## src/verilog/vlsu_frag_pkg.sv

```systemverilog
// --------------------------------------------------------------------------
// Shared definitions for the vector load/store request fragmenter.
// Every block refers to these by scoped name.
// --------------------------------------------------------------------------
package vlsu_frag_pkg;

  // Request mode, unit-stride or one element per segment
  typedef enum logic [1:0] {
    MODE_INCR = 2'd0,
    MODE_STRD = 2'd1
  } frag_mode_e;

  // Transactions never cross a page of 2**PageBits bytes
  localparam int unsigned PageBits = 12;
  localparam int unsigned PageSize = 1 << PageBits;

  // Element width code, element size is 1 << sew bytes
  localparam int unsigned SewWidth = 2;

  // Length and start index, up to 256 elements
  localparam int unsigned LenWidth = 9;

  // Widest segment in bytes is the longest vector at the widest element
  localparam int unsigned SegBytesWidth = LenWidth + (1 << SewWidth) - 1;

  // Transaction index, count and total
  localparam int unsigned TxnCntWidth = 10;

endpackage

```

## src/verilog/seg_txn_plan.sv

```systemverilog
// --------------------------------------------------------------------------
// Segment planner. Splits one segment at page boundaries and reports the
// index of its last transaction and where that transaction ends in its page.
// Purely combinational, shared by request accept, segment init and advance.
// --------------------------------------------------------------------------
module seg_txn_plan #(
  parameter int unsigned AddrWidth = 32
) (
  input  logic [AddrWidth-1:0]                   seg_addr_i,
  input  logic [vlsu_frag_pkg::SegBytesWidth-1:0] seg_bytes_i,
  output logic [vlsu_frag_pkg::TxnCntWidth-1:0]   txn_num_o,
  output logic [vlsu_frag_pkg::PageBits:0]        last_bytes_o
);

  // Room for a full page offset plus the longest segment
  localparam int unsigned SpanWidth = vlsu_frag_pkg::PageBits + 2;

  logic [SpanWidth-1:0] span;
  logic [SpanWidth-1:0] span_m1;
  logic [vlsu_frag_pkg::PageBits-1:0] end_off;

  // Bytes from the page start of the first piece to the segment end
  assign span = SpanWidth'(seg_addr_i[vlsu_frag_pkg::PageBits-1:0])
              + SpanWidth'(seg_bytes_i);

  // Last byte position, its page number is the number of crossings
  assign span_m1   = span - SpanWidth'(1);
  assign txn_num_o = vlsu_frag_pkg::TxnCntWidth'(span_m1 >> vlsu_frag_pkg::PageBits);

  // End offset of the final piece, zero means it fills its page
  assign end_off = span[vlsu_frag_pkg::PageBits-1:0];

  always_comb begin
    if (end_off == '0) begin
      last_bytes_o = (vlsu_frag_pkg::PageBits + 1)'(vlsu_frag_pkg::PageSize);
    end else begin
      last_bytes_o = {1'b0, end_off};
    end
  end

endmodule

```

## src/verilog/vreq_fragmenter.sv

```systemverilog
// --------------------------------------------------------------------------
// Request fragmenter FSM. Latches one vector request, walks its segments
// and page pieces, and hands segment metadata to the issue stage. Pulses
// one commit record into the metadata queue when fragmenting begins.
// --------------------------------------------------------------------------
module vreq_fragmenter #(
  parameter int unsigned AddrWidth = 32,
  parameter int unsigned IdWidth   = 4
) (
  input  logic                                  clk_i,
  input  logic                                  rst_ni,
  input  logic                                  req_valid_i,
  output logic                                  req_ready_o,
  input  logic [AddrWidth-1:0]                  req_base_addr_i,
  input  logic [vlsu_frag_pkg::SewWidth-1:0]    req_sew_i,
  input  logic [vlsu_frag_pkg::LenWidth-1:0]    req_len_i,
  input  logic [vlsu_frag_pkg::LenWidth-1:0]    req_vstart_i,
  input  logic [AddrWidth-1:0]                  req_stride_i,
  input  vlsu_frag_pkg::frag_mode_e             req_mode_i,
  input  logic [IdWidth-1:0]                    req_id_i,
  input  logic                                  req_is_load_i,
  input  logic                                  req_vm_i,
  input  logic                                  core_st_pending_i,
  input  logic                                  meta_full_i,
  input  logic                                  meta_ready_i,
  output logic                                  meta_valid_o,
  output logic [AddrWidth-1:0]                  seg_addr_o,
  output logic [vlsu_frag_pkg::TxnCntWidth-1:0] txn_idx_o,
  output logic [vlsu_frag_pkg::TxnCntWidth-1:0] txn_num_o,
  output logic [vlsu_frag_pkg::PageBits:0]      last_bytes_o,
  output logic                                  vm_o,
  output logic                                  enq_o,
  output logic [IdWidth-1:0]                    enq_id_o,
  output logic                                  enq_is_load_o,
  output logic [vlsu_frag_pkg::TxnCntWidth-1:0] enq_txn_total_o
);

  localparam logic [1:0] StIdle    = 2'd0;
  localparam logic [1:0] StSegInit = 2'd1;
  localparam logic [1:0] StFrag    = 2'd2;
  localparam logic [1:0] StStall   = 2'd3;

  logic [1:0] state_q, state_d;
  logic       enq_q, enq_d;
  logic       stall, last_txn, last_seg, step_seg;

  // Control counters
  logic [vlsu_frag_pkg::LenWidth-1:0]    rmn_seg_q;
  logic [vlsu_frag_pkg::TxnCntWidth-1:0] txn_idx_q, txn_num_q;

  // Latched request and current segment
  vlsu_frag_pkg::frag_mode_e             mode_q;
  logic [vlsu_frag_pkg::SewWidth-1:0]    sew_q;
  logic [vlsu_frag_pkg::LenWidth-1:0]    eff_q;
  logic [AddrWidth-1:0]                  stride_q, base_q, seg_addr_q;
  logic [IdWidth-1:0]                    id_q;
  logic                                  is_load_q, vm_q;
  logic [vlsu_frag_pkg::TxnCntWidth-1:0] total_q;
  logic [vlsu_frag_pkg::PageBits:0]      last_bytes_q;

  // Planner operands and results
  logic [vlsu_frag_pkg::LenWidth-1:0]      eff_elems;
  logic [AddrWidth-1:0]                    start_addr, plan_addr;
  logic [vlsu_frag_pkg::SegBytesWidth-1:0] seg_bytes, plan_bytes;
  logic [vlsu_frag_pkg::TxnCntWidth-1:0]   plan_txn_num;
  logic [vlsu_frag_pkg::PageBits:0]        plan_last;

  assign stall    = core_st_pending_i || meta_full_i;
  assign last_txn = (txn_idx_q == txn_num_q);
  assign last_seg = (rmn_seg_q == '0);
  assign step_seg = (state_q == StFrag) && meta_ready_i && last_txn && !last_seg;

  // First element address of the incoming request
  assign eff_elems  = req_len_i - req_vstart_i;
  assign start_addr = (req_mode_i == vlsu_frag_pkg::MODE_INCR)
                    ? req_base_addr_i + (AddrWidth'(req_vstart_i) << req_sew_i)
                    : req_base_addr_i + AddrWidth'(req_vstart_i) * req_stride_i;

  // Whole active span for unit-stride, a single element otherwise
  assign seg_bytes = (mode_q == vlsu_frag_pkg::MODE_INCR)
                   ? vlsu_frag_pkg::SegBytesWidth'(eff_q) << sew_q
                   : vlsu_frag_pkg::SegBytesWidth'(1) << sew_q;

  // One planner serves accept (total), init and strided advance
  always_comb begin
    case (state_q)
      StIdle: begin
        plan_addr  = start_addr;
        plan_bytes = vlsu_frag_pkg::SegBytesWidth'(eff_elems) << req_sew_i;
      end
      StSegInit: begin
        plan_addr  = base_q;
        plan_bytes = seg_bytes;
      end
      default: begin
        plan_addr  = seg_addr_q + stride_q;
        plan_bytes = seg_bytes;
      end
    endcase
  end

  seg_txn_plan #(
    .AddrWidth    (AddrWidth)
  ) u_plan (
    .seg_addr_i   (plan_addr),
    .seg_bytes_i  (plan_bytes),
    .txn_num_o    (plan_txn_num),
    .last_bytes_o (plan_last)
  );

  // ------------------------------------------------------------------------
  // FSM
  // ------------------------------------------------------------------------
  always_comb begin
    state_d = state_q;
    case (state_q)
      StIdle:    if (req_valid_i) state_d = StSegInit;
      StSegInit,
      StStall:   state_d = stall ? StStall : StFrag;
      default:   if (meta_ready_i && last_txn && last_seg) state_d = StIdle;
    endcase
  end

  // Enqueue pulse marks the first fragmenting cycle
  assign enq_d = ((state_q == StSegInit) || (state_q == StStall)) && !stall;

  always_ff @(posedge clk_i or negedge rst_ni) begin
    if (!rst_ni) begin
      state_q   <= StIdle;
      enq_q     <= 1'b0;
      rmn_seg_q <= '0;
      txn_idx_q <= '0;
      txn_num_q <= '0;
    end else begin
      state_q <= state_d;
      enq_q   <= enq_d;
      if ((state_q == StIdle) && req_valid_i) begin
        // Strided requests have one segment per active element
        rmn_seg_q <= (req_mode_i == vlsu_frag_pkg::MODE_INCR) ? '0 : eff_elems - 1'b1;
      end
      if ((state_q == StSegInit) || step_seg) begin
        txn_idx_q <= '0;
        txn_num_q <= plan_txn_num;
      end else if ((state_q == StFrag) && meta_ready_i && !last_txn) begin
        txn_idx_q <= txn_idx_q + 1'b1;
      end
      if (step_seg) rmn_seg_q <= rmn_seg_q - 1'b1;
    end
  end

  // Request and segment payload
  always_ff @(posedge clk_i) begin
    if ((state_q == StIdle) && req_valid_i) begin
      mode_q    <= req_mode_i;
      sew_q     <= req_sew_i;
      eff_q     <= eff_elems;
      stride_q  <= req_stride_i;
      base_q    <= start_addr;
      id_q      <= req_id_i;
      is_load_q <= req_is_load_i;
      vm_q      <= req_vm_i;
      // Record total, exact for unit-stride, one per element for strided
      total_q   <= (req_mode_i == vlsu_frag_pkg::MODE_INCR)
                 ? plan_txn_num + 1'b1
                 : vlsu_frag_pkg::TxnCntWidth'(eff_elems);
    end
    if ((state_q == StSegInit) || step_seg) begin
      seg_addr_q   <= plan_addr;
      last_bytes_q <= plan_last;
    end
  end

  assign req_ready_o     = (state_q == StIdle);
  assign meta_valid_o    = (state_q == StFrag);
  assign seg_addr_o      = seg_addr_q;
  assign txn_idx_o       = txn_idx_q;
  assign txn_num_o       = txn_num_q;
  assign last_bytes_o    = last_bytes_q;
  assign vm_o            = vm_q;
  assign enq_o           = enq_q;
  assign enq_id_o        = id_q;
  assign enq_is_load_o   = is_load_q;
  assign enq_txn_total_o = total_q;

  // Queue space was checked the cycle before the pulse
  a_enq_not_full: assert property (@(posedge clk_i) disable iff (!rst_ni)
    enq_o |-> !meta_full_i);

  // No record pending and no segment left once back in idle
  a_idle_quiet: assert property (@(posedge clk_i) disable iff (!rst_ni)
    (state_q == StIdle) |-> !enq_o && last_seg);

endmodule

```

## src/verilog/txn_issue_reg.sv

```systemverilog
// --------------------------------------------------------------------------
// Transaction issue stage. Turns segment metadata into one page-bounded
// transaction and holds it in a register slice until the memory side takes it.
// --------------------------------------------------------------------------
module txn_issue_reg #(
  parameter int unsigned AddrWidth = 32
) (
  input  logic                                  clk_i,
  input  logic                                  rst_ni,
  input  logic                                  meta_valid_i,
  output logic                                  meta_ready_o,
  input  logic [AddrWidth-1:0]                  seg_addr_i,
  input  logic [vlsu_frag_pkg::TxnCntWidth-1:0] txn_idx_i,
  input  logic [vlsu_frag_pkg::TxnCntWidth-1:0] txn_num_i,
  input  logic [vlsu_frag_pkg::PageBits:0]      last_bytes_i,
  input  logic                                  vm_i,
  output logic                                  txn_valid_o,
  input  logic                                  txn_ready_i,
  output logic [AddrWidth-1:0]                  txn_addr_o,
  output logic [vlsu_frag_pkg::PageBits:0]      txn_bytes_o,
  output logic                                  txn_vm_o
);

  localparam int unsigned PB = vlsu_frag_pkg::PageBits;

  logic [AddrWidth-1:0] page_base, addr_d;
  logic [PB:0]          page_off, end_bytes, bytes_d;
  logic                 valid_q;

  assign page_base = {seg_addr_i[AddrWidth-1:PB], {PB{1'b0}}};
  assign page_off  = {1'b0, seg_addr_i[PB-1:0]};

  // First piece starts at the segment base, later ones on page starts
  assign addr_d = (txn_idx_i == '0)
                ? seg_addr_i
                : page_base + (AddrWidth'(txn_idx_i) << PB);

  // Final piece ends where the plan says, the others at the page end
  assign end_bytes = (txn_idx_i == txn_num_i) ? last_bytes_i : (PB + 1)'(vlsu_frag_pkg::PageSize);
  assign bytes_d   = end_bytes - ((txn_idx_i == '0) ? page_off : '0);

  // Slot frees up when empty or drained this cycle
  assign meta_ready_o = !valid_q || txn_ready_i;

  always_ff @(posedge clk_i or negedge rst_ni) begin
    if (!rst_ni) begin
      valid_q <= 1'b0;
    end else if (meta_ready_o) begin
      valid_q <= meta_valid_i;
    end
  end

  always_ff @(posedge clk_i) begin
    if (meta_ready_o && meta_valid_i) begin
      txn_addr_o  <= addr_d;
      txn_bytes_o <= bytes_d;
      txn_vm_o    <= vm_i;
    end
  end

  assign txn_valid_o = valid_q;

  // Offered transaction holds until accepted
  a_hold: assert property (@(posedge clk_i) disable iff (!rst_ni)
    txn_valid_o && !txn_ready_i |=> txn_valid_o && $stable(txn_addr_o)
      && $stable(txn_bytes_o) && $stable(txn_vm_o));

endmodule

```

## src/verilog/cmt_meta_fifo.sv

```systemverilog
// --------------------------------------------------------------------------
// Commit metadata queue, one record per request. Circular buffer with
// a count; full is combinational, a written record is readable next cycle.
// --------------------------------------------------------------------------
module cmt_meta_fifo #(
  parameter int unsigned IdWidth   = 4,
  parameter int unsigned MetaDepth = 4
) (
  input  logic                                  clk_i,
  input  logic                                  rst_ni,
  input  logic                                  enq_i,
  input  logic [IdWidth-1:0]                    id_i,
  input  logic                                  is_load_i,
  input  logic [vlsu_frag_pkg::TxnCntWidth-1:0] txn_total_i,
  input  logic                                  deq_i,
  output logic                                  full_o,
  output logic                                  cmt_valid_o,
  output logic [IdWidth-1:0]                    cmt_id_o,
  output logic                                  cmt_is_load_o,
  output logic [vlsu_frag_pkg::TxnCntWidth-1:0] cmt_txn_total_o
);

  localparam int unsigned PtrWidth = (MetaDepth > 1) ? $clog2(MetaDepth) : 1;
  localparam int unsigned CntWidth = $clog2(MetaDepth + 1);

  logic [IdWidth-1:0]                    id_mem    [MetaDepth];
  logic                                  load_mem  [MetaDepth];
  logic [vlsu_frag_pkg::TxnCntWidth-1:0] total_mem [MetaDepth];

  logic [PtrWidth-1:0] wr_ptr_q, rd_ptr_q;
  logic [CntWidth-1:0] cnt_q;
  logic                do_deq;

  assign full_o      = (cnt_q == CntWidth'(MetaDepth));
  assign cmt_valid_o = (cnt_q != '0);
  assign do_deq      = cmt_valid_o && deq_i;

  always_ff @(posedge clk_i or negedge rst_ni) begin
    if (!rst_ni) begin
      wr_ptr_q <= '0;
      rd_ptr_q <= '0;
      cnt_q    <= '0;
    end else begin
      // Pointers wrap at the depth, not at a power of two
      if (enq_i) begin
        wr_ptr_q <= (wr_ptr_q == PtrWidth'(MetaDepth - 1)) ? '0 : wr_ptr_q + 1'b1;
      end
      if (do_deq) begin
        rd_ptr_q <= (rd_ptr_q == PtrWidth'(MetaDepth - 1)) ? '0 : rd_ptr_q + 1'b1;
      end
      cnt_q <= cnt_q + CntWidth'(enq_i) - CntWidth'(do_deq);
    end
  end

  always_ff @(posedge clk_i) begin
    if (enq_i) begin
      id_mem[wr_ptr_q]    <= id_i;
      load_mem[wr_ptr_q]  <= is_load_i;
      total_mem[wr_ptr_q] <= txn_total_i;
    end
  end

  assign cmt_id_o        = id_mem[rd_ptr_q];
  assign cmt_is_load_o   = load_mem[rd_ptr_q];
  assign cmt_txn_total_o = total_mem[rd_ptr_q];

  // Writer must wait for space, a record is never dropped
  a_no_overflow: assert property (@(posedge clk_i) disable iff (!rst_ni)
    enq_i |-> !full_o);

endmodule

```

## src/verilog/vlsu_frag_top.sv

```systemverilog
// --------------------------------------------------------------------------
// Vector load/store request splitter top. Takes one request at a time,
// emits page-bounded transactions and one commit record per request.
// --------------------------------------------------------------------------
module vlsu_frag_top #(
  parameter int unsigned AddrWidth = 32,
  parameter int unsigned IdWidth   = 4,
  parameter int unsigned MetaDepth = 4
) (
  input  logic                                  clk_i,
  input  logic                                  rst_ni,
  // Request input
  input  logic                                  req_valid_i,
  output logic                                  req_ready_o,
  input  logic [AddrWidth-1:0]                  req_base_addr_i,
  input  logic [vlsu_frag_pkg::SewWidth-1:0]    req_sew_i,
  input  logic [vlsu_frag_pkg::LenWidth-1:0]    req_len_i,
  input  logic [vlsu_frag_pkg::LenWidth-1:0]    req_vstart_i,
  input  logic [AddrWidth-1:0]                  req_stride_i,
  input  vlsu_frag_pkg::frag_mode_e             req_mode_i,
  input  logic [IdWidth-1:0]                    req_id_i,
  input  logic                                  req_is_load_i,
  input  logic                                  req_vm_i,
  input  logic                                  core_st_pending_i,
  // Transaction output
  output logic                                  txn_valid_o,
  input  logic                                  txn_ready_i,
  output logic [AddrWidth-1:0]                  txn_addr_o,
  output logic [vlsu_frag_pkg::PageBits:0]      txn_bytes_o,
  output logic                                  txn_vm_o,
  // Commit records
  output logic                                  cmt_valid_o,
  input  logic                                  cmt_deq_i,
  output logic [IdWidth-1:0]                    cmt_id_o,
  output logic                                  cmt_is_load_o,
  output logic [vlsu_frag_pkg::TxnCntWidth-1:0] cmt_txn_total_o
);

  logic                                  meta_valid, meta_ready, meta_full, vm;
  logic [AddrWidth-1:0]                  seg_addr;
  logic [vlsu_frag_pkg::TxnCntWidth-1:0] txn_idx, txn_num, enq_txn_total;
  logic [vlsu_frag_pkg::PageBits:0]      last_bytes;
  logic                                  enq, enq_is_load;
  logic [IdWidth-1:0]                    enq_id;

  vreq_fragmenter #(
    .AddrWidth (AddrWidth),
    .IdWidth   (IdWidth)
  ) u_frag (
    .clk_i, .rst_ni,
    .req_valid_i, .req_ready_o, .req_base_addr_i, .req_sew_i, .req_len_i,
    .req_vstart_i, .req_stride_i, .req_mode_i, .req_id_i, .req_is_load_i,
    .req_vm_i, .core_st_pending_i,
    .meta_full_i     (meta_full),
    .meta_ready_i    (meta_ready),
    .meta_valid_o    (meta_valid),
    .seg_addr_o      (seg_addr),
    .txn_idx_o       (txn_idx),
    .txn_num_o       (txn_num),
    .last_bytes_o    (last_bytes),
    .vm_o            (vm),
    .enq_o           (enq),
    .enq_id_o        (enq_id),
    .enq_is_load_o   (enq_is_load),
    .enq_txn_total_o (enq_txn_total)
  );

  txn_issue_reg #(
    .AddrWidth (AddrWidth)
  ) u_issue (
    .clk_i, .rst_ni,
    .meta_valid_i (meta_valid),
    .meta_ready_o (meta_ready),
    .seg_addr_i   (seg_addr),
    .txn_idx_i    (txn_idx),
    .txn_num_i    (txn_num),
    .last_bytes_i (last_bytes),
    .vm_i         (vm),
    .txn_valid_o, .txn_ready_i, .txn_addr_o, .txn_bytes_o, .txn_vm_o
  );

  cmt_meta_fifo #(
    .IdWidth   (IdWidth),
    .MetaDepth (MetaDepth)
  ) u_cmt (
    .clk_i, .rst_ni,
    .enq_i       (enq),
    .id_i        (enq_id),
    .is_load_i   (enq_is_load),
    .txn_total_i (enq_txn_total),
    .deq_i       (cmt_deq_i),
    .full_o      (meta_full),
    .cmt_valid_o, .cmt_id_o, .cmt_is_load_o, .cmt_txn_total_o
  );

endmodule

```

## config.mk

```make
export PLATFORM = sky130hd
export DESIGN_NAME = vlsu_frag_top
export DESIGN_NICKNAME = d
export VERILOG_FILES = /design/src/verilog/vlsu_frag_pkg.sv /design/src/verilog/seg_txn_plan.sv /design/src/verilog/vreq_fragmenter.sv /design/src/verilog/txn_issue_reg.sv /design/src/verilog/cmt_meta_fifo.sv /design/src/verilog/vlsu_frag_top.sv
export SDC_FILE = /design/constraint.sdc
export NUM_CORES = 1
export LEC_CHECK = 0
export BUFFER_PORTS_ARGS = -buffer_cell sky130_fd_sc_hd__clkbuf_2
export CORE_ASPECT_RATIO = 1.4
export CORE_MARGIN = 1
export CORE_UTILIZATION = 39
export DETAILED_ROUTE_END_ITERATION = 10
export PLACE_DENSITY_LB_ADDON = 0.12
export SLEW_MARGIN = 20
export SYNTH_ARGS = -nofsm -noshare
export SYNTH_HDL_FRONTEND = slang
export SYNTH_SLANG_ARGS = --single-unit
```

## constraint.sdc

```tcl
create_clock -name clk_i -period 12.9 [get_ports clk_i]
set_clock_uncertainty 0.1 [all_clocks]
set_input_delay 1.29 -clock clk_i [delete_from_list [all_inputs] [get_ports clk_i]]
set_output_delay 1.29 -clock clk_i [all_outputs]
set_load 0.1 [all_outputs]
```

==> flow_summary.toml <==
[run_status]
run_status = "finished clean"

[logic_synthesis]
avgSynthCellArea_um2 = 10.2
seq_area_frac_synth_pct = 33.5
async_reset_ff_share_pct = 11.8
synth-edff-count = 239
netlist_instances = 2339
ys_warn_count = 0
syn_area_mm2 = 0.0238
ys_ff_latch = 271
ys.flop_type = "edfxtp_1"
synth.net_count = 2794
synth.distinct_cells = 73

[final_layout]
diodes = 0
fill_cells = 5814
nNetsFinal = 2902
drive_gt1_share_pct = 11.0
final_util_pct = 43.8
syn_to_final_growth_pct = 10.6

[sta]
period_share_pct = 71.9
finalCriticalPeriod_ps = 9280
setup_tns_ps = 0
drv_slew = 0
hold_ws_ps = 321
setup_viol = 0
fmax_ghz = 0.108
relSlewSlack_pct = 31.2
rsz0062_at_grt = "false"
hold_viol = 0
tightest_slew_ps = 1020

[setup_path]
critPathArrivalTime_ps = 9450
required_ps = 13080
crit_buf_inv = 6
reg2reg_slack_ps = 7310
startpoint_type = "primary input"
cp_max_fo = 36
crit_type = "in2reg"
max_stage_delay_ps = 660
critPathTopFamily = "adder cells"
endpoint_kind = "flip-flop"
critPathSlowestCell = "clkbuf_2"

[clock_tree]
clkSlewWorstSetupHoldPaths_ps = 60
cts_tree = "yes"
clockBufferDepth = 3
post_cts_buffers = 0
clock_insertion_delay_worst_skew_ps = 550
cts_root_buf = "clkbuf_16"
postCtsResizedCells = 0
h-tree-depth = 1
cts_sinks = 271
numCtsBuffers = 27
holdBufCountCts = 0

[grt]
use_met2_pct = 39.0
grt_usage_pct = 21.2
globalRouteOverflowTotal = 0
grt_pass1_wl_um = 102000
grt_pass1_vias = 18400
grtUsageMet1_pct = 26.6
grt_start_max_net_pins = 81
grt.busiest_layer = "met2"
grt.met3_usage_pct = 1.31
grt_antenna_before_repair = 0

[die]
dieHeight_um = 294
start_util_pct = 39.6
die_area_mm2 = 0.0621
core-area_mm2 = 0.0601
io_pins = 162
die_x_um = 211
rows = 106

[routing]
drt_iter0_markers = 867
routed_wl_um = 64200
dr.pass1.iters = 6
viasPerCell = 5.25
drc = 0
vias = 17200
ant_nets = 0
wire_per_inst_um = 19.6

[placement]
gp_congestion = 0.908
dp_hpwl_um = 50400
port_buffers = 160

[min_path]
hold_class = "reg2reg"

[flow_run]
cap_violations = 0
## cell type report
class | count | area [um2] | share of cell area, %
Multi-Input combinational cell | 1716 | 14500 | 55.2
Tap cell | 810 | 1010 | 3.85
Clock inverter | 12 | 150 | 0.570
Timing Repair Buffer | 180 | 955 | 3.62
Clock buffer | 37 | 763 | 2.90
Inverter | 251 | 945 | 3.59
Sequential cell | 271 | 7980 | 30.3
## routing by layer
| metal | wire length (um) | part of all wire [%] |
|---|---|---|
| met5 | 0 | 0 |
| met4 | 1580 | 2.5 |
| met3 | 2370 | 3.7 |
| met2 | 33100 | 51 |
| met1 | 27200 | 42 |
## worst reg2reg max path: cells and delay by family (launching register included)
family | cells | cell delay (ps)
AO/OA/AOI/OAI | 6 | 2000
adder cells (fa/ha/maj) | 4 | 1150
flip-flops | 1 | 390
AND/OR/NAND/NOR | 4 | 1180
XOR/XNOR | 3 | 520
## Yosys cell counts (7+ instances only)
library cell    n  area share (%)
nand2b_1       18            0.47
o21bai_1       17            0.54
a21boi_0        9            0.28
buf_1          23            0.36
mux2i_1        55             2.3
a22oi_1         8            0.25
ha_1          144             7.6
nand3_1        30            0.63
a31oi_1         8            0.21
or3_1          14            0.37
fa_1          213              18
dfrtp_1        32             3.4
inv_1         251             4.0
xor2_1         51             1.9
nor3_1         33            0.69
mux2_2          9            0.43
a21oi_1       113             2.4
a211oi_1       28            0.88
edfxtp_1      239              30
o21ai_0       109             2.3
o31ai_1         7            0.22
nor2_1        118             1.9
nor2b_1        15            0.39
o2111ai_1       7            0.26
clkbuf_1       77             1.2
and3_1         14            0.37
o211ai_1       16            0.50
nand2_1       267             4.2
and2_1        139             3.7
xnor2_1        95             3.5
nand4_1        10            0.26
nor4_1          7            0.18
mux4_2         14             1.3
o21a_1         13            0.41
a21o_1         43             1.4
## stage by stage
| stage | instance area, um2 | std cells | setup WS (ps) |
|---|---|---|---|
| floorplan | 23800 | 2339 | 4010 |
| global placement | 25400 | 3228 | 3200 |
| detailed placement | 25400 | 3228 | 3130 |
| CTS | 26300 | 3277 | 3700 |
| global route | 26300 | 3277 | 3030 |
| finish | 26300 | 3277 | 3620 |
## kinds of logic (layout without fill, tap and decap cells)
logic type | after synthesis | in the layout | share of synthesized area (%)
AOI/OAI and AO/OA | 441 | 441 | 11.9
and+or+nand+nor | 691 | 691 | 13.9
other | 1 | 1 | 0.0157
muxes | 79 | 79 | 4.11
buffers and inverters | 352 | 480 | 5.56
adders and majority gates | 357 | 357 | 25.5
DFF | 271 | 271 | 33.5
xor gates and xnor gates | 147 | 147 | 5.48
## final timing paths
| path | start | end | depth (start not counted) |
|---|---|---|---|
| hold / removal | u_frag.vm_o | u_issue.txn_vm_o | 0 |
| max in group asynchronous | rst_ni | u_cmt.rd_ptr_q[0] | 1 |
| min in group asynchronous | rst_ni | u_frag.txn_num_o[0] | 1 |
| setup / recovery | req_vstart_i[0] | u_frag.enq_txn_total_o[1] | 31 |
| hold reg to reg | u_frag.vm_o | u_issue.txn_vm_o | 0 |
| setup reg to reg | u_frag.seg_addr_o[0] | u_frag.enq_txn_total_o[1] | 17 |
## flip-flops by register name, indices dropped and copies added (netlist names), 2 cells and up
register,cells
u_frag.stride_q,32
u_frag.enq_txn_total_o,9
u_frag.txn_num_o,2
u_issue.txn_addr_o,32
u_frag.mode_q,2
u_frag.seg_addr_o,32
u_frag.rmn_seg_q,9
u_cmt.load_mem,4
u_frag.sew_q,2
u_cmt.id_mem,16
u_issue.txn_bytes_o,13
u_frag.enq_id_o,4
u_frag.txn_idx_o,10
u_frag.base_q,32
u_frag.eff_q,9
u_frag.last_bytes_o,13
u_frag.state_q,2
u_cmt.cnt_q,3
u_cmt.total_mem,36
u_cmt.rd_ptr_q,2
u_cmt.wr_ptr_q,2
## cells in the final DEF (no fill, tap or decap), drive strengths merged, types with 43 or more instances in the layout
cell and instances:
o21ai 114, xnor2 96, ha 144, edfxtp 239
inv 252, fa 213, mux2i 55, clkbuf 197
a21o 43, nor2 118, xor2 51, and2 140
a21oi 113, nand2 267
Power is left out: the tool's default activity adds up to more than one toggle a clock period on the data nets, which glitch-free logic cannot reach.
